### config.mk
export PLATFORM = sky130hd
export DESIGN_NAME = logcmp_buffer
export DESIGN_NICKNAME = d
export VERILOG_FILES = /design/src/common/logcmp_isa_pkg.sv /design/src/common/logcmp_core_pkg.sv /design/src/hw/logcmp_buffer.sv
export SDC_FILE = /design/constraint.sdc
export NUM_CORES = 1
export LEC_CHECK = 0
export ABC_AREA = 0
export ABC_CLOCK_PERIOD_IN_PS = 11400
export BUFFER_PORTS_ARGS = -buffer_cell sky130_fd_sc_hd__buf_2
export CAP_MARGIN = 20
export CORE_AREA = 2 2 298 300
export CTS_CLUSTER_SIZE = 20
export DETAILED_ROUTE_END_ITERATION = 6
export DIE_AREA = 0 0 300 302
export GPL_TIMING_DRIVEN = 0
export SLEW_MARGIN = 5
export SYNTH_ARGS = -nofsm -noshare
export SYNTH_HDL_FRONTEND = slang
export SYNTH_SLANG_ARGS = --single-unit
### constraint.sdc
create_clock -name CLK -period 11.4 [get_ports CLK]
set_input_delay 1.14 -clock CLK [delete_from_list [all_inputs] [get_ports CLK]]
set_output_delay 1.14 -clock CLK [all_outputs]
set_load 0.02 [all_outputs]
### src/common/logcmp_isa_pkg.sv
// Logic and compare ISA package: operation encodings, function select and execute parameters
`default_nettype none

package logcmp_isa_pkg;

	// The ten operations carried by a buffer entry
	typedef enum logic [3:0] {
		OP_SLTI  = 4'd0,
		OP_SLTIU = 4'd1,
		OP_SLT   = 4'd2,
		OP_SLTU  = 4'd3,
		OP_XORI  = 4'd4,
		OP_ORI   = 4'd5,
		OP_ANDI  = 4'd6,
		OP_XOR   = 4'd7,
		OP_OR    = 4'd8,
		OP_AND   = 4'd9
	} logcmp_op_e;

	// One-hot function select for the execute stage
	typedef struct packed {
		logic fun_slt;
		logic fun_xor;
		logic fun_or;
		logic fun_and;
	} logcmp_fun_t;

	localparam int EXE_TAG_W = 7; // Matches the physical tag width of the core
	localparam int EXE_DW = 64;

	// Registered output of the issue stage
	typedef struct packed {
		logcmp_fun_t fun;
		logic [EXE_TAG_W-1:0] rd0;
		logic [EXE_DW-1:0] op1;
		logic [EXE_DW-1:0] op2;
		logic is_usi; // Unsigned compare for sltiu and sltu
	} logcmp_exeparam_t;

endpackage

`default_nettype wire

### src/common/logcmp_core_pkg.sv
// Core package: register and tag sizes, entry layout and writeback bundle
`default_nettype none

package logcmp_core_pkg;

	localparam int XLEN = 64;
	localparam int RB = 2; // Rename copies per architectural register
	localparam int ARCH_W = 5;
	localparam int TAG_W = ARCH_W + RB;
	localparam int PHY_NUM = 2 ** TAG_W;

	// Architectural number on top, rename copy below
	typedef struct packed {
		logic [ARCH_W-1:0] arch;
		logic [RB-1:0] copy;
	} phy_tag_t;

	typedef struct packed {
		logic [XLEN-TAG_W-1:0] pad;
		phy_tag_t rs2;
	} logcmp_src2_reg_t;

	// Second source word: immediate for the i forms, rs2 tag for the register forms
	typedef union packed {
		logic [XLEN-1:0] imm;
		logcmp_src2_reg_t reg_view;
	} logcmp_src2_u;

	typedef struct packed {
		logcmp_isa_pkg::logcmp_op_e op;
		phy_tag_t rd0;
		phy_tag_t rs1;
		logcmp_src2_u src2;
	} logcmp_entry_t;

	typedef struct packed {
		logic valid;
		phy_tag_t rd;
		logic [XLEN-1:0] data;
	} wb_t;

endpackage

`default_nettype wire

### src/hw/logcmp_buffer.sv
// Logic and compare issue buffer, fills the lowest free slot and frees popped slots
`timescale 1ns/1ns
`default_nettype none

module logcmp_buffer #(
	parameter int DP = 8
) (
	input wire logic CLK,
	input wire logic arst_n,

	input wire logic disp_valid,
	input wire logcmp_core_pkg::logcmp_entry_t disp_entry,

	input wire logic pop,
	input wire logic [$clog2(DP)-1:0] pop_index,

	output logic [DP-1:0] malloc,
	output logcmp_core_pkg::logcmp_entry_t entries [DP],
	output logic buffer_full
);

	localparam int IW = $clog2(DP);

	logic [DP-1:0] pop_mask;
	logic [DP-1:0] free_vec;
	logic [IW-1:0] free_idx;

	// A slot being popped this cycle counts as free
	assign pop_mask = pop ? (DP'(1) << pop_index) : '0;
	assign free_vec = ~malloc | pop_mask;

	always_comb begin
		free_idx = '0;
		for (int i = DP - 1; i >= 0; i--) begin
			if (free_vec[i]) begin
				free_idx = IW'(i);
			end
		end
	end

	assign buffer_full = &malloc;

	always_ff @(posedge CLK or negedge arst_n) begin
		if (!arst_n) begin
			malloc <= '0;
		end else begin
			if (pop) begin
				malloc[pop_index] <= 1'b0;
			end
			if (disp_valid) begin
				malloc[free_idx] <= 1'b1; // Refill of the popped slot wins
			end
		end
	end

	always_ff @(posedge CLK) begin
		if (disp_valid) begin
			entries[free_idx] <= disp_entry;
		end
	end

endmodule

`default_nettype wire

# ---- Word level (Yosys, flattened, before mapping)
# Cells that the tools add are included.
dict set report word_totals {
  ff_bits 664
  elab_cells 84
}
dict set report classes {
  n_shift 1
  n_reduce_logical 4
  bitwise_logic 6
  muxes 18
  n_lt_le_gt_ge 6
}
# cell count
set ops {}
lappend ops {{bitwise mux 656 bit} 1}
lappend ops {{demux 82 bit (select 3 bit)} 1}
lappend ops {{2-to-1 mux 82 bit} 1}
lappend ops {{2-to-1 mux 3 bit} 8}
lappend ops {{2-to-1 mux 8 bit} 3}
lappend ops {{NOT 8 bit} 2}
lappend ops {{bitwise OR 8 bit} 2}
lappend ops {{bitwise AND 8 bit} 1}
lappend ops {{< comparator 3 x 4 -> 1 bit (second input constant)} 2}
lappend ops {{AND reduction 8 bit} 1}
lappend ops {{left shift 1 x 3 -> 8 bit (first input constant)} 1}
lappend ops {{demux 1 bit (select 3 bit)} 2}
lappend ops {{>= comparator 3 x 1 -> 1 bit (second input constant)} 2}
lappend ops {{>= comparator 4 bit (second input constant)} 1}
lappend ops {{< comparator 4 x 1 -> 1 bit (second input constant)} 1}
lappend ops {{NOT 3 -> 4 bit} 1}
lappend ops {{logical AND 1 bit} 3}
lappend ops {{2-to-1 mux 1 bit} 2}

# ---- Logic depth before layout (Yosys ltp)
dict set report logic_depth {
  word_depth 17
  ltp_mapped 5
}

# ---- Worst setup path before layout
# No wires, ideal clock.
dict set report synth_timing {
  path_type {input-to-reg}
  startpoint {input pop_index[1]}
  endpoint {register entries[492] (netlist bit) (enable)}
  arrival_time_ns 7.990
  path_slack_ns 2.766
  path_buffers 1
  cell_stages 4
  setup_ns 0.644
  t_required_ns 10.756
  cell_sequence {buf_6 > nor3b_1 > o21ai_0 > a211oi_1}
}
# element line_no
set synth_rtl {}
lappend synth_rtl {{from (decl)} logcmp_buffer.sv:15} ;# input wire logic [$clog2(DP)-1:0] pop_index,
lappend synth_rtl {{to (signal, indexed assignment)} logcmp_buffer.sv:58} ;# entries[free_idx] <= disp_entry;
lappend synth_rtl {{to (decl)} logcmp_buffer.sv:18} ;# output logcmp_core_pkg::logcmp_entry_t entries [DP],

==> flow_summary.toml <==
[sta]
post-route-worst-setup-slack_ns = 7.606
max_freq_mhz = 263.6
finalClockSkew_ns = 0.02457
timing.final.crit_period_ns = 3.794
rsz0062_at_grt = "false"
setup_viol = 0
fin_crit_sh_pct = 33.28
final-max-slew-violation-count = 0
worst_slew_pin_slew_ns = 1.024
fin_tns_setup_ns = 0
relSlewSlack_pct = 30.99
hold_viol = 0

[logic_synthesis]
synth_top_area_share_pct = 96.90
synth.yosys.seq_area_share_pct = 97.88
synth.avg_cell_area_sq_um = 27.66
ys_warn_count = 0
synth_cell_types = 33
synth-edff-count = 656
syn_nets = 824
yosys_register_bits = 664
synthCells = 735
synthTopCellsByArea = "edfxtp_1, dfrtp_1, a21oi_1"
synthArstFlopShare_pct = 1.205
synth_ff_type = "edfxtp_1"
netlist_area_sq_um = 20330
yosys.area.top_type = "edfxtp_1"

[setup_path]
critPathMostFrequentCell = "buf_4"
slowest_stage = "nor3_2"
crit_chain = "buf_2, or3b_4, and3_4, o211a_1, nor3_2, buf_4, buf_6, buf_4, buf_6, buf_4"
startpoint_type = "input pin"
cp_max_fo = 9
end_kind = "register"
critical_path_class = "in2reg"
path_buf_inv = 6
worstPathRequired_ns = 11.69
critPathTopFamily = "simple AND/OR/NAND/NOR gates"
critPathMaxStageDelay_ns = 0.75
crit_arrival_ns = 4.08

[clock_tree]
cts_tree = "built"
cts_max_level = 3
clk_pin_slew_ns = 0.06
cts_hold_buffers = 0
cts_buffers = 67
clock-sinks = 664
cts_root_buf = "clkbuf_16"
cts_resized = 0
clock_path_buffers = 3
clkLatencyLatePin_ns = 0.60
postCtsSetupRepairBufs = 0

[global_route]
grt_pass1_wl_mm = 75.12
overflow = 0
grtUsageTotal_pct = 11.31
grt_pass1_vias = 11280
antenna_found_initial = 3
grt_max_degree = 26

[power]
p_sw_share_pct = 25.67
p_comb_share_pct = 12.9
p_seq_share_pct = 51.6
ir_drop_mv = 0.1313
clock_power_share_pct = 35.5
p_leak_nw = 10.52
powerDensity_nw_per_um2 = 203.8
p_int_mw = 4.295
p_switching_mw = 1.484

[detailed_routing]
drtIter0Drc = 643
drt-vias-per-instance = 3.895
dr.pass1.iters = 4
routedWlPerCell_um = 19.38
num_vias = 10960
antenna_left = 0
drt-total-wl_mm = 54.51
route.detailed.drc = 0

[die]
start_util_pct = 23.22
fp.dieH_um = 302
dieArea_sq_um = 90600
rows = 109
dieWidth_um = 300
core_sq_um = 87560
io_pins = 754

[placement]
io_buffers = 751
gp_congestion = 0.7807
dpl_worst_slack_ns = 6.995
place_inst = 2695
dp_hpwl_mm = 38.89

[final_layout]
fin_util_pct = 32.38
antenna_cells = 0
n_fill_cell = 8417
multi_input_comb_area_sq_um = 464.2
synthToLayoutAreaGrowth_pct = 39.46
register_area_sq_um = 19900
fin_nets = 1688
final_cells = 2813
drive_gt1_share_pct = 54.67

[worst_hold_path]
hold_class = "in2async"

[run]
drv_cap = 0

[status]
status = "completed"
power by group through the flow:
stage | combinational, mW | sequential [mW] | clock [mW]
global route | 0.782 | 3.00 | 2.20
detailed placement | 0.752 | 3.03 | 0
finish | 0.744 | 2.98 | 2.05
floorplan | 0.114 | 3.30 | 0
CTS | 0.753 | 2.98 | 2.12
global placement | 0.668 | 3.11 | 0
state kept, by name (all words and copies together) (netlist names):
register / count
entries: 656
malloc: 8
worst paths after layout:
path                                           from                      to  slack, ns  cells past startpoint
worst max register to register  malloc[3]$_DFF_PN0_  entries[473]$_DFFE_PP_       8.13                      8
worst min-delay path                         arst_n     malloc[4]$_DFF_PN0_       0.38                      1
worst max-delay path                   pop_index[0]  entries[473]$_DFFE_PP_       7.61                     10
min in group CLK                malloc[1]$_DFF_PN0_     malloc[1]$_DFF_PN0_       0.66                      2
max in group asynchronous                    arst_n     malloc[0]$_DFF_PN0_      10.84                      1
worst min register to register  malloc[1]$_DFF_PN0_     malloc[1]$_DFF_PN0_       0.66                      2
cell type report:
type | instances | area share [%]
clock buffers | 82 | 6.337
inverters | 5 | 0.06620
clock inverters | 36 | 0.9356
multi-input cells | 64 | 1.637
repair buffers | 795 | 15.63
plain buffers | 2 | 0.06620
well taps | 1165 | 5.141
flip-flops and latches | 664 | 70.19
cells in the final DEF (no fill, tap or decap), types with 3 or more instances in the layout:
cell type	count
clkinv_2	10
inv_6	3
buf_12	16
nand2_1	8
o21ai_0	7
a21oi_1	5
clkinv_8	3
nand3_1	6
buf_4	7
buf_8	7
buf_6	14
nor2_4	3
edfxtp_1	656
inv_1	5
buf_2	751
clkinv_1	15
clkbuf_16	70
dfrtp_1	8
clkbuf_1	12
nor2_1	4
routing by layer:
layer / part of all wire [%] / global-route usage [%] / vias to the layer above
met5: 0 / 0 / -
met4: 2.9 / 4.583 / 0
met3: 8.8 / 4.108 / 99
met2: 52 / 19.83 / 600
met1: 36 / 12.40 / 5528
li1: - / - / 4731
cells in the mapped netlist, drive strengths merged (2+ instances only):
| cell | n |
|---|---|
| a211oi | 2 |
| a21oi | 7 |
| a31oi | 2 |
| buf | 2 |
| dfrtp | 8 |
| edfxtp | 656 |
| inv | 5 |
| nand2 | 8 |
| nand3 | 6 |
| nor2 | 7 |
| nor3 | 3 |
| o211ai | 2 |
| o21a | 2 |
| o21ai | 7 |
metrics by stage:
step / hold WS, ns / cell area (sq um) / total power [mW]
2_1_floorplan: 0.6436 / 20330 / 3.417
3_3_place_gp: 0.6201 / 25550 / 3.781
3_5_place_dp: 0.6244 / 26290 / 3.783
4_1_cts: 0.3020 / 28350 / 5.852
5_1_grt: 0.3388 / 28350 / 5.979
6_report: 0.3765 / 28350 / 5.779
logic make-up after synthesis:
family | after synthesis | share of synthesized area [%]
XOR/XNOR | 1 | 0.04309
buffers and inverters | 7 | 0.1847
AND/OR/NAND/NOR | 35 | 0.9602
AO/OA/AOI/OAI | 28 | 0.9292
flip-flops | 664 | 97.88
No activity file was read; power rests on OpenSTA's default activity.
