--- config.mk ---
export PLATFORM = sky130hd
export DESIGN_NAME = logcmp_execute
export DESIGN_NICKNAME = d
export VERILOG_FILES = /design/src/common/logcmp_isa_pkg.sv /design/src/common/logcmp_core_pkg.sv /design/src/hw/logcmp_execute.sv
export SDC_FILE = /design/constraint.sdc
export NUM_CORES = 1
export LEC_CHECK = 0
export BUFFER_PORTS_ARGS = -buffer_cell sky130_fd_sc_hd__buf_2
export CORE_UTILIZATION = 30
export DETAILED_ROUTE_END_ITERATION = 12
export PLACE_DENSITY = 0.56
export SETUP_SLACK_MARGIN = 0.02
export SYNTH_ARGS = -nofsm -noshare
export SYNTH_HDL_FRONTEND = slang
export SYNTH_SLANG_ARGS = --single-unit
--- constraint.sdc ---
create_clock -name CLK -period 0.8 [get_ports CLK]
set_clock_uncertainty 0.1 [all_clocks]
set_input_delay 0.08 -clock CLK [delete_from_list [all_inputs] [get_ports CLK]]
set_output_delay 0.08 -clock CLK [all_outputs]
set_load 0.02 [all_outputs]
--- src/common/logcmp_isa_pkg.sv ---
// Logic and compare ISA package: operation encodings, function select and execute parameters
`default_nettype none

package logcmp_isa_pkg;

	// The ten operations carried by a buffer entry
	typedef enum logic [3:0] {
		OP_SLTI  = 4'd0,
		OP_SLTIU = 4'd1,
		OP_SLT   = 4'd2,
		OP_SLTU  = 4'd3,
		OP_XORI  = 4'd4,
		OP_ORI   = 4'd5,
		OP_ANDI  = 4'd6,
		OP_XOR   = 4'd7,
		OP_OR    = 4'd8,
		OP_AND   = 4'd9
	} logcmp_op_e;

	// One-hot function select for the execute stage
	typedef struct packed {
		logic fun_slt;
		logic fun_xor;
		logic fun_or;
		logic fun_and;
	} logcmp_fun_t;

	localparam int EXE_TAG_W = 7; // Matches the physical tag width of the core
	localparam int EXE_DW = 64;

	// Registered output of the issue stage
	typedef struct packed {
		logcmp_fun_t fun;
		logic [EXE_TAG_W-1:0] rd0;
		logic [EXE_DW-1:0] op1;
		logic [EXE_DW-1:0] op2;
		logic is_usi; // Unsigned compare for sltiu and sltu
	} logcmp_exeparam_t;

endpackage

`default_nettype wire

--- src/common/logcmp_core_pkg.sv ---
// Core package: register and tag sizes, entry layout and writeback bundle
`default_nettype none

package logcmp_core_pkg;

	localparam int XLEN = 64;
	localparam int RB = 2; // Rename copies per architectural register
	localparam int ARCH_W = 5;
	localparam int TAG_W = ARCH_W + RB;
	localparam int PHY_NUM = 2 ** TAG_W;

	// Architectural number on top, rename copy below
	typedef struct packed {
		logic [ARCH_W-1:0] arch;
		logic [RB-1:0] copy;
	} phy_tag_t;

	typedef struct packed {
		logic [XLEN-TAG_W-1:0] pad;
		phy_tag_t rs2;
	} logcmp_src2_reg_t;

	// Second source word: immediate for the i forms, rs2 tag for the register forms
	typedef union packed {
		logic [XLEN-1:0] imm;
		logcmp_src2_reg_t reg_view;
	} logcmp_src2_u;

	typedef struct packed {
		logcmp_isa_pkg::logcmp_op_e op;
		phy_tag_t rd0;
		phy_tag_t rs1;
		logcmp_src2_u src2;
	} logcmp_entry_t;

	typedef struct packed {
		logic valid;
		phy_tag_t rd;
		logic [XLEN-1:0] data;
	} wb_t;

endpackage

`default_nettype wire

--- src/hw/logcmp_execute.sv ---
// Logic and compare execute unit, computes the result and registers the writeback
`timescale 1ns/1ns
`default_nettype none

module logcmp_execute (
	input wire logic CLK,
	input wire logic arst_n,

	input wire logcmp_isa_pkg::logcmp_exeparam_t exeparam,
	input wire logic exeparam_valid,

	output logcmp_core_pkg::wb_t wb
);

	logic less_than;
	logic [logcmp_core_pkg::XLEN-1:0] result;

	logic wb_valid_q;
	logcmp_core_pkg::phy_tag_t wb_rd_q;
	logic [logcmp_core_pkg::XLEN-1:0] wb_data_q;

	assign less_than = exeparam.is_usi ? (exeparam.op1 < exeparam.op2)
		: ($signed(exeparam.op1) < $signed(exeparam.op2));

	always_comb begin
		result = '0;
		if (exeparam.fun.fun_slt) begin
			result = {{(logcmp_core_pkg::XLEN-1){1'b0}}, less_than};
		end else if (exeparam.fun.fun_xor) begin
			result = exeparam.op1 ^ exeparam.op2;
		end else if (exeparam.fun.fun_or) begin
			result = exeparam.op1 | exeparam.op2;
		end else if (exeparam.fun.fun_and) begin
			result = exeparam.op1 & exeparam.op2;
		end
	end

	always_ff @(posedge CLK or negedge arst_n) begin
		if (!arst_n) begin
			wb_valid_q <= 1'b0;
		end else begin
			wb_valid_q <= exeparam_valid;
		end
	end

	always_ff @(posedge CLK) begin
		wb_rd_q <= exeparam.rd0;
		wb_data_q <= result;
	end

	assign wb.valid = wb_valid_q;
	assign wb.rd = wb_rd_q;
	assign wb.data = wb_data_q;

endmodule

`default_nettype wire

Word-level counts from Yosys, hierarchy flattened
Cells that the tools add are included. Widths: inputs -> output; s select.

Order comparisons: 2. Multiplexer cells: 5. Bitwise logic cells: 3.

Operators by type and width (count): $mux 64 (3); $lt 64x64->1 (2); $and 64x64->64 (1); $or 64x64->64 (1); $xor 64x64->64 (1); $mux 1 (2).

Flip-flop bits (word level): 72. Bits of input ports: 143. Logic and storage cells: 15.

Depth between registers and ports, before layout
Gate-level depths: netlist of the first run.

Word-level depth: 5. Mapped depth: 9. Depth with buffers taken out: 9.

Worst setup path before layout of the first run
OpenSTA, ideal clock, no wires.

Path kind: input -> register. Start: input port exeparam[16] in the netlist's numbering. End: register wb_data_q[0] in the netlist's numbering. Arrival time: 2.010 ns. Required time: 0.586 ns. Path slack: -1.423 ns. Stages: 9. Buffers on the path: 0. Path through: inv_1 > ha_1 > or4_4 > or4b_4 > a211oi_2 > o41ai_1 > a21oi_1 > o41ai_1 > a21o_1.

Longest elaborated chain between the ends: 3. Elaborated cells between the ends (all ways): 4. Those cells by class: order compare (2); mux (2).

RTL lines: start, declared (RTL line logcmp_execute.sv:9) `input wire logcmp_isa_pkg::logcmp_exeparam_t exeparam,`; $lt 64x64->1 (on tied branches) (RTL line logcmp_execute.sv:23, logcmp_execute.sv:22); $mux 1 * (RTL line logcmp_execute.sv:22) `assign less_than = exeparam.is_usi ? (exeparam.op1 < exeparam.op2)`; $mux 1 * (RTL line logcmp_execute.sv:27) `if (exeparam.fun.fun_slt) begin`; via result, one bit (RTL line logcmp_execute.sv:16) `logic [logcmp_core_pkg::XLEN-1:0] result;`; end signal, assigned (RTL line logcmp_execute.sv:48) `wb_data_q <= result;`; end, declared (RTL line logcmp_execute.sv:20) `logic [logcmp_core_pkg::XLEN-1:0] wb_data_q;`.

Mark *: on every way through the listed nets, which the timed path passes. The rest lies on a longest branch. A chain may end at the register's enable or synchronous reset.

Worst setup path after layout of the first run
Ends and elaborated chain as after synthesis.

==> metrics.txt, run 1 <==
NumNets Final=1,612; largest net degree at the start of global routing=32; Startpoint Class=input port; DRC Markers=0; RSZ-0062 raised after global routing=true; violated checks=hold timing, setup timing; CTS H-Tree Depth=3; endpoints failing setup=123; Final Worst Setup Slack=-1360 ps; HPWL Detailed=15,500 um; CP endpoint kind=flop; crit path kind=in2reg; Num CTS Buffers=9; vias in the first global route=~6.8k; CP Max Fanout=2; Syn Area/Cell=8.02 um2; width of the chip=151 um; fillers=1,995; synth top area cells=ha_1 (36%), dfxtp_1 (21%), inv_1 (9.2%); Max-slew headroom=0.595; Hold Fails Final Rpt=1; routed len/inst=between 10 and 15 um; Worst IR Drop VDD=846 uV; P per Cell Area=1170 nW/um2; Max Slew Vio Count=0; CTS max path bufs=2; buffers added on ports=214; Vias/cell=4.41; drt first pass iters=4; Ys Warns=0; data required time of the critical path=940 ps; antenna-violating nets left=0; Least-Margin Pin Slew=600 ps; vias=6,894; Starting Density=0.305; Final Cell Area=around 12,000 um2; top-area cell type share of the netlist area=0.360; clock-pin transition on the worst setup and hold timing paths=60 ps; Primary FF master, synth=dfxtp_1; drt total wl=approximately 21,000 um; num ports=approximately 220; Placer Congestion=0.762; gr usage total=0.190; Cells after Synth=831; CP arrival=2300 ps; initial drt markers=approximately 110; #FFs+latches synth=72; ANT cells=0; Die ar.=approximately 23,000 um2; Clock Tree Root=clkbuf_16; total congestion overflow=0; Die Y-Extent=roughly 150 um; row count=54; Core Area=21,800 um2; layout cells sized above 1=0.527; synthesis-to-layout area growth=77.1%; f_max=463 MHz; Post-Syn Area=6670 um2; clk sinks=72; wire length of the first global-routing pass=around 33,000 um; Seq/Total Area, Yosys=0.217; Post-DP Area=10,100 um2; Pleak=roughly 6.3 nW; # hold bufs at CTS=10; Tcrit/Tclk final=2.70; syn_nets=1,166; worst hold path class=in2async; CTS tree=built; TNS Setup=-16,840 ps; ys async rst share=0.0139; Post-synth EDFFs=0; fin crit period=between 2000 and 2500 ps; outcome=complete, but fails checks; initial antenna violation count=0; MaxCap Viol Count=0; post-synth top area cell=ha_1; hold slack final=-59.2 ps; Netlist cell types=35
critical path, stage by stage:
cell and delay (ps):
buf_2 90, inv_1 50, ha_1 290, or4_4 550, or4b_4 530, a211oi_4 190, o41ai_2 100, a21oi_1 140
o41ai_1 110, a21o_1 170
path summary, 6_finish.rpt:
kind,from,endpoint,depth (start not counted)
setup / recovery,exeparam[16],wb_data_q[0],10
hold / removal,arst_n,wb_valid_q,2
max in group asynchronous,arst_n,wb_valid_q,2
min in group CLK,exeparam[138],wb_data_q[51],3
layout by cell type, fill, tap and decap left out, drive strengths merged, types with 10 or more instances in the layout:
cell,n
ha,192
a21oi,93
dfxtp,71
clkbuf,10
a221oi,18
nor2,113
nor2b,34
buf,461
inv,163
a211oi,25
nor4,12
nand2,25
mux2,13
flip-flops by register name (all words and copies together) (netlist names):
name / flops
wb: 7
wb_data_q: 64
wb_valid_q: 1
area by class of cell:
| type | instances | area, um2 | area share |
|---|---|---|---|
| multi-input combinational | 560 | 5050 | 0.428 |
| inverter | 163 | 627 | 0.0531 |
| tap | 280 | 350 | 0.0297 |
| sequential | 72 | 1530 | 0.130 |
| timing repair buffer | 471 | 3940 | 0.333 |
| clock inverter | 6 | 68.8 | 0.00583 |
| clock buffer | 10 | 239 | 0.0202 |
where the power goes:
part	switching, mW	internal, mW
registers	0.143	3.92
clock network	1.81	2.52
logic	2.50	2.93
total	4.45	9.36
synth_stat cells, types with 9 or more instances:
cell	instances
a211oi_1	24
a21oi_1	93
a221oi_1	18
clkbuf_1	28
dfxtp_1	71
ha_1	192
inv_1	163
mux2_2	13
mux2i_1	9
nand2_1	25
nor2_1	113
nor2b_1	34
nor4_1	12
through the flow:
stage	cells	setup slack (ps)	hold WS [ps]	power, mW	utilization
2_1_floorplan	831	-1390	-316	6.34	-
3_3_place_gp	1519	-1690	-246	8.54	0.464
3_5_place_dp	1519	-1720	-243	8.59	0.464
4_1_cts	1565	-1360	69.5	13.9	0.532
5_1_grt	1562	-1420	-33.5	14.6	0.541
6_report	1562	-1360	-59.2	13.8	0.541
logic make-up after synthesis:
family                     count (synthesis)  share of synthesized area
AOI/OAI and AO/OA                        155                      0.143
buffers and inverters                    199                      0.114
muxes                                     22                     0.0355
and+or+nand+nor                          191                      0.130
adders and majority gates                192                      0.360
DFF                                       72                      0.217
per-layer routing:
| layer | up-vias | track usage | share of wire | wire [um] |
|---|---|---|---|---|
| met1 | 3146 | 0.228 | 0.45 | 9670 |
| met2 | 156 | 0.343 | 0.49 | 10500 |
| li1 | 3577 | - | - | - |
| met4 | 0 | 0.0420 | 0.011 | 234 |
| met3 | 15 | 0.0401 | 0.047 | 1020 |
| met5 | - | 0 | 0 | 0 |
repair_timing:
action	in CTS	in global routing
setup buffers	12	3
cloned	8	0
gates resized for setup	266	64
setup endpoints to repair	136	137
hold endpoints to repair	9	1
pin swaps	30	27
Note: power is estimated with default switching activity, not from simulation.
==> inputs of run 2 (changes only) <==
TNS_END_PERCENT = 5   (was not set)
==> run 2 against run 1 <==
Compared with the run above:
- the run ends with setup timing left
- largest power group unchanged
- utilization is 3.6 points lower
- largest cell class unchanged
- via count is 1.4% lower
- first-iteration DRC count is 24% higher
==> metrics.txt, run 2 (synthesized netlist as in run 1, its figures left out) <==
fillers=2,111 (+5.8%); Num CTS Buffers=9 (unchanged); vias in the first global route=6,672 (-1.7%); NumNets Final=1,587 (-1.6%); initial drt markers=131 (+24%); routed len/inst=13.0 um (-5.5%); number of flip-flops in the largest register=64 (unchanged); Max Slew Vio Count=0 (unchanged); pre-CTS setup slack=-1720 ps (-5.23 ps); layout cells sized above 1=0.464 (-0.0627); vias=6,795 (-1.4%); Vias/cell=4.42 (+0.17%); ANT cells=0 (unchanged); Post-DP Area=9730 um2 (-3.9%); Pwr Total=13.2 mW (-4.5%); CP endpoint kind=flop; Die ar.=22,800 um2 (unchanged); crit path kind=in2reg; CTS max path bufs=2 (unchanged); Pleak=5.96 nW (-5.1%); num ports=215 (unchanged); f_max=488 MHz (+5.5%); RSZ-0062 raised after global routing=true; fin crit period=2050 ps (-112 ps); synthesis-to-layout area growth=65.3%; Critical Path, Cell by Cell=buf_2 > inv_2 > ha_4 > or4_4 > or4b_4 > a211oi_2 > o41ai_2 > a21oi_1 > o41ai_1 > a21o_1; wire length of the first global-routing pass=31,200 um (-6.2%); P per Cell Area=1200 nW/um2 (+2.3%); CTS tree=built; Final Worst Setup Slack=-1250 ps (+112 ps); Worst IR Drop VDD=750 uV (-11%); CP arrival=2180 ps (-120 ps); Most flops, register=wb_data_q; Tcrit/Tclk final=2.56 (-0.140); Placer Congestion=0.780 (+2.4%); Clock Tree Root=clkbuf_16; total congestion overflow=0 (unchanged); clk sinks=72 (unchanged); Core Area=21,800 um2 (unchanged); CP Max Fanout=3 (+1); Die Y-Extent=151 um (unchanged); endpoints failing setup=94 (-24%); TNS Setup=-13,020 ps (+3820 ps); drt first pass iters=4 (unchanged); most frequent cells in the layout=buf_4 (211), ha_1 (172), inv_1 (159), buf_2 (140), nor2_1 (112); width of the chip=151 um (unchanged); Starting Density=0.305 (unchanged); DRC Markers=0 (unchanged); drt total wl=19,900 um (-7.1%); max incr delay on CP=510 ps (-40 ps); data required time of the critical path=930 ps (about the same); worst hold path class=in2async; Crit-path slowest cell=or4_4; Least-Margin Pin Slew=430 ps (-170 ps); CP top delay family=simple AND/OR/NAND/NOR gates; buffers added on ports=214 (unchanged); violated checks=setup timing; outcome=complete, but fails checks; MaxCap Viol Count=0 (unchanged); Hold Fails Final Rpt=0 (-1); Buffers & Inverters on Critical Path=2 (unchanged); initial antenna violation count=0 (unchanged); HPWL Detailed=15,500 um (+0.40%); commonest non-fill, non-tap cell in the layout=buf_4; CTS H-Tree Depth=3 (unchanged); Final Cell Area=11,000 um2 (-6.7%); end-of-flow core utilization=0.505 (-0.0361); gr usage total=0.175 (-0.0146); Startpoint Class=input port; clock-pin transition on the worst setup and hold timing paths=70 ps (about the same); largest net degree at the start of global routing=31 (-3.1%); antenna-violating nets left=0 (unchanged); row count=54 (unchanged); Max-slew headroom=0.710 (+0.115)
run 2: tightest hold or removal path, cell delays in order:
cell and delay, ps:
dlygate4sd3_1 520, buf_2 90, buf_2 90
run 2: report_power, final:
group / internal [mW] / total [mW] / switching, mW / leakage, nW
registers: 3.92 / 4.06 / 0.134 / 0.621
clock network: 2.50 / 4.24 / 1.74 / 0.145
logic: 2.60 / 4.89 / 2.29 / 5.19
total: 9.02 / 13.2 / 4.17 / 5.96
run 2: repair_timing:
action                                  in CTS  in global routing
buffers inserted                             0                  0
resized for setup                          215                 53
pin swaps                                    6                  8
endpoints found under the hold margin        9                  0
endpoints found under the setup margin     135                136
hold buffers                                10                  0
run 2: worst max-delay path by stage:
stage	slack (ps)	end	start	cells past startpoint
after floorplan	-1390	wb_data_q[0]	exeparam[80]	9
after detailed placement	-1720	wb_data_q[0]	exeparam[15]	10
after global routing	-1370	wb_data_q[0]	exeparam[14]	10
after CTS	-1310	wb_data_q[0]	exeparam[80]	10
final	-1250	wb_data_q[0]	exeparam[15]	10
after global placement	-1660	wb_data_q[0]	exeparam[15]	10
run 2: layer usage:
metal	track usage	vias up	share of wire
li1	-	3524	-
met1	0.208	3104	0.44
met2	0.318	148	0.50
met3	0.0322	19	0.047
met4	0.0515	0	0.015
met5	0	-	0
run 2: metrics by stage:
stage	instances	hold WS, ps
6_report	1537	19.4
5_1_grt	1537	48.0
4_1_cts	1537	85.8
3_5_place_dp	1511	-244
3_3_place_gp	1511	-246
2_1_floorplan	831	-316
run 2: area by class of cell:
cell class	instances	area (um2)	area share
repair buffers	446	3430	0.312
flip-flops and latches	72	1530	0.139
well taps	280	350	0.0318
clock inverters	5	56.3	0.00511
clock buffers	11	243	0.0220
multi-input cells	560	4790	0.435
inverters	163	612	0.0555
==> inputs of run 3 (changes only) <==
RECOVER_POWER = 100   (was not set)
==> run 3 against run 2 <==
Compared with the run above:
- the run still ends with setup timing left
- wire length is essentially flat
- utilization is 0.33 points lower
- die area unchanged
- critical path depth stayed put
- global-route usage unchanged
- setup slack about the same
- combinational power is essentially flat
- count of clock-buffer cells in the layout unchanged
- first-iteration DRC count decreased by 6.1%
- non-clock buffer count is the same
- flip-flop and latch count stayed put
- critical path type unchanged
==> metrics.txt, run 3 (synthesized netlist as in run 1, its figures left out) <==
CTS H-Tree Depth=3 (unchanged); worst hold path class=in2async; NumNets Final=1,587 (unchanged); CTS max path bufs=2 (unchanged); Max Slew Vio Count=0 (unchanged); placed cell count=1,511 (unchanged); buffers added on ports=214 (unchanged); Final Worst Setup Slack=-1250 ps (-0.130 ps); drt total wl=19,900 um (about the same); Vias/cell=4.41 (-0.35%); Multi-input gate area=4730 um2 (-1.3%); Startpoint Class=input port; end-of-flow core utilization=0.501 (-0.00333); outcome=complete, but fails checks; register area=1530 um2 (unchanged); Critical Path, Cell by Cell=buf_2 > inv_2 > ha_4 > or4_4 > or4b_4 > a211oi_2 > o41ai_2 > a21oi_1 > o41ai_1 > a21o_1; DRC Markers=0 (unchanged); Pwr Total=13.2 mW (-0.25%); most frequent cells in the layout=buf_4 (209), ha_1 (177), inv_1 (159), buf_2 (138), nor2_1 (112); pre-CTS setup slack=-1720 ps (unchanged); Core Area=21,800 um2 (unchanged); Pleak=5.95 nW (-0.13%); largest net degree at the start of global routing=31 (unchanged); clk sinks=72 (unchanged); Buffers & Inverters on Critical Path=2 (unchanged); Tcrit/Tclk final=2.56 (about the same); HPWL Detailed=15,500 um (unchanged); commonest non-fill, non-tap cell in the layout=buf_4; hold slack final=19.5 ps (+0.167 ps); CP arrival=2180 ps (about the same); ANT cells=0 (unchanged); RSZ-0062 raised after global routing=true; wire length of the first global-routing pass=31,200 um (unchanged); Die ar.=22,800 um2 (unchanged); gr usage total=0.175 (unchanged); max incr delay on CP=510 ps (about the same); Least-Margin Pin Slew=469 ps (+38.3 ps); Worst IR Drop VDD=750 uV (about the same); routed len/inst=13.0 um (about the same); CTS tree=built; num ports=215 (unchanged); vias=6,771 (-0.35%); fin crit period=2050 ps (+0.130 ps); Final Cell Area=10,900 um2 (-0.66%); width of the chip=151 um (unchanged); layout cells sized above 1=0.458 (-0.00557); Most flops, register=wb_data_q; initial drt markers=123 (-6.1%); Clock Tree Root=clkbuf_16; MaxCap Viol Count=0 (unchanged); f_max=488 MHz (about the same); initial antenna violation count=0 (unchanged); drt first pass iters=4 (unchanged); Die Y-Extent=151 um (unchanged); Num CTS Buffers=9 (unchanged); Hold Fails Final Rpt=0 (unchanged); antenna-violating nets left=0 (unchanged); Max-slew headroom=0.684 (-0.0258); CP top delay family=simple AND/OR/NAND/NOR gates; data required time of the critical path=930 ps (about the same); Placer Congestion=0.780 (unchanged); crit path kind=in2reg; CP endpoint kind=flop; row count=54 (unchanged); P per Cell Area=1200 nW/um2 (+0.42%); synthesis-to-layout area growth=64.2%; vias in the first global route=6,672 (unchanged); CP Max Fanout=3 (unchanged); TNS Setup=-13,000 ps (+14.0 ps); number of flip-flops in the largest register=64 (unchanged); endpoints failing setup=93 (-1.1%); clock-pin transition on the worst setup and hold timing paths=70 ps (about the same); Post-DP Area=9730 um2 (unchanged); post-CTS setup buffers=0 (unchanged); fin cells=1,537 (unchanged); violated checks=setup timing; Starting Density=0.305 (unchanged); total congestion overflow=0 (unchanged); Crit-path slowest cell=or4_4; fillers=2,119 (+0.38%)
==> run 3: cell types whose count changed in the layout (fill, tap and decap cells not counted), moves of 2 or more <==
cell and delta:
buf_2 -2, buf_4 -2, clkbuf_1 +2, ha_1 +5
ha_4 -5
==> run 3: final timing paths <==
path                          startpoint            end  slack [ps]  depth (start not counted)
hold / removal                    arst_n     wb_valid_q          20                          3
setup / recovery            exeparam[15]   wb_data_q[0]       -1250                         10
min in group CLK           exeparam[138]  wb_data_q[62]          80                          3
max in group asynchronous         arst_n     wb_valid_q         500                          3
==> run 3: per-layer routing <==
metal,GRT usage,vias up,share of wire
met5,0,-,0
met4,0.0515,0,0.013
met3,0.0322,15,0.046
met2,0.318,133,0.50
met1,0.208,3100,0.44
li1,-,3523,-
==> run 3: final cells by class <==
type | instances | share of cell area
clock inverters | 5 | 0.00514
multi-input cells | 560 | 0.432
well taps | 280 | 0.0320
clock buffers | 11 | 0.0222
inverters | 163 | 0.0559
repair buffers | 446 | 0.313
flip-flops and latches | 72 | 0.140
==> run 3: where the power goes <==
group / internal [mW] / total [mW] / switching, mW
Sequential: 3.92 / 4.06 / 0.134
Clock: 2.50 / 4.25 / 1.75
Combinational: 2.58 / 4.86 / 2.28
Total: 9.00 / 13.2 / 4.16
==> run 3: worst min-delay path: stages <==
cell	delay, ps
dlygate4sd3_1	520
buf_2	90
buf_2	90
==> run 3: repair_timing <==
action,CTS,global route
resized for setup,215,53
endpoints found under the hold margin,9,0
pin swaps,6,8
gates cloned,0,0
setup endpoints to repair,135,136
hold buffers,10,0
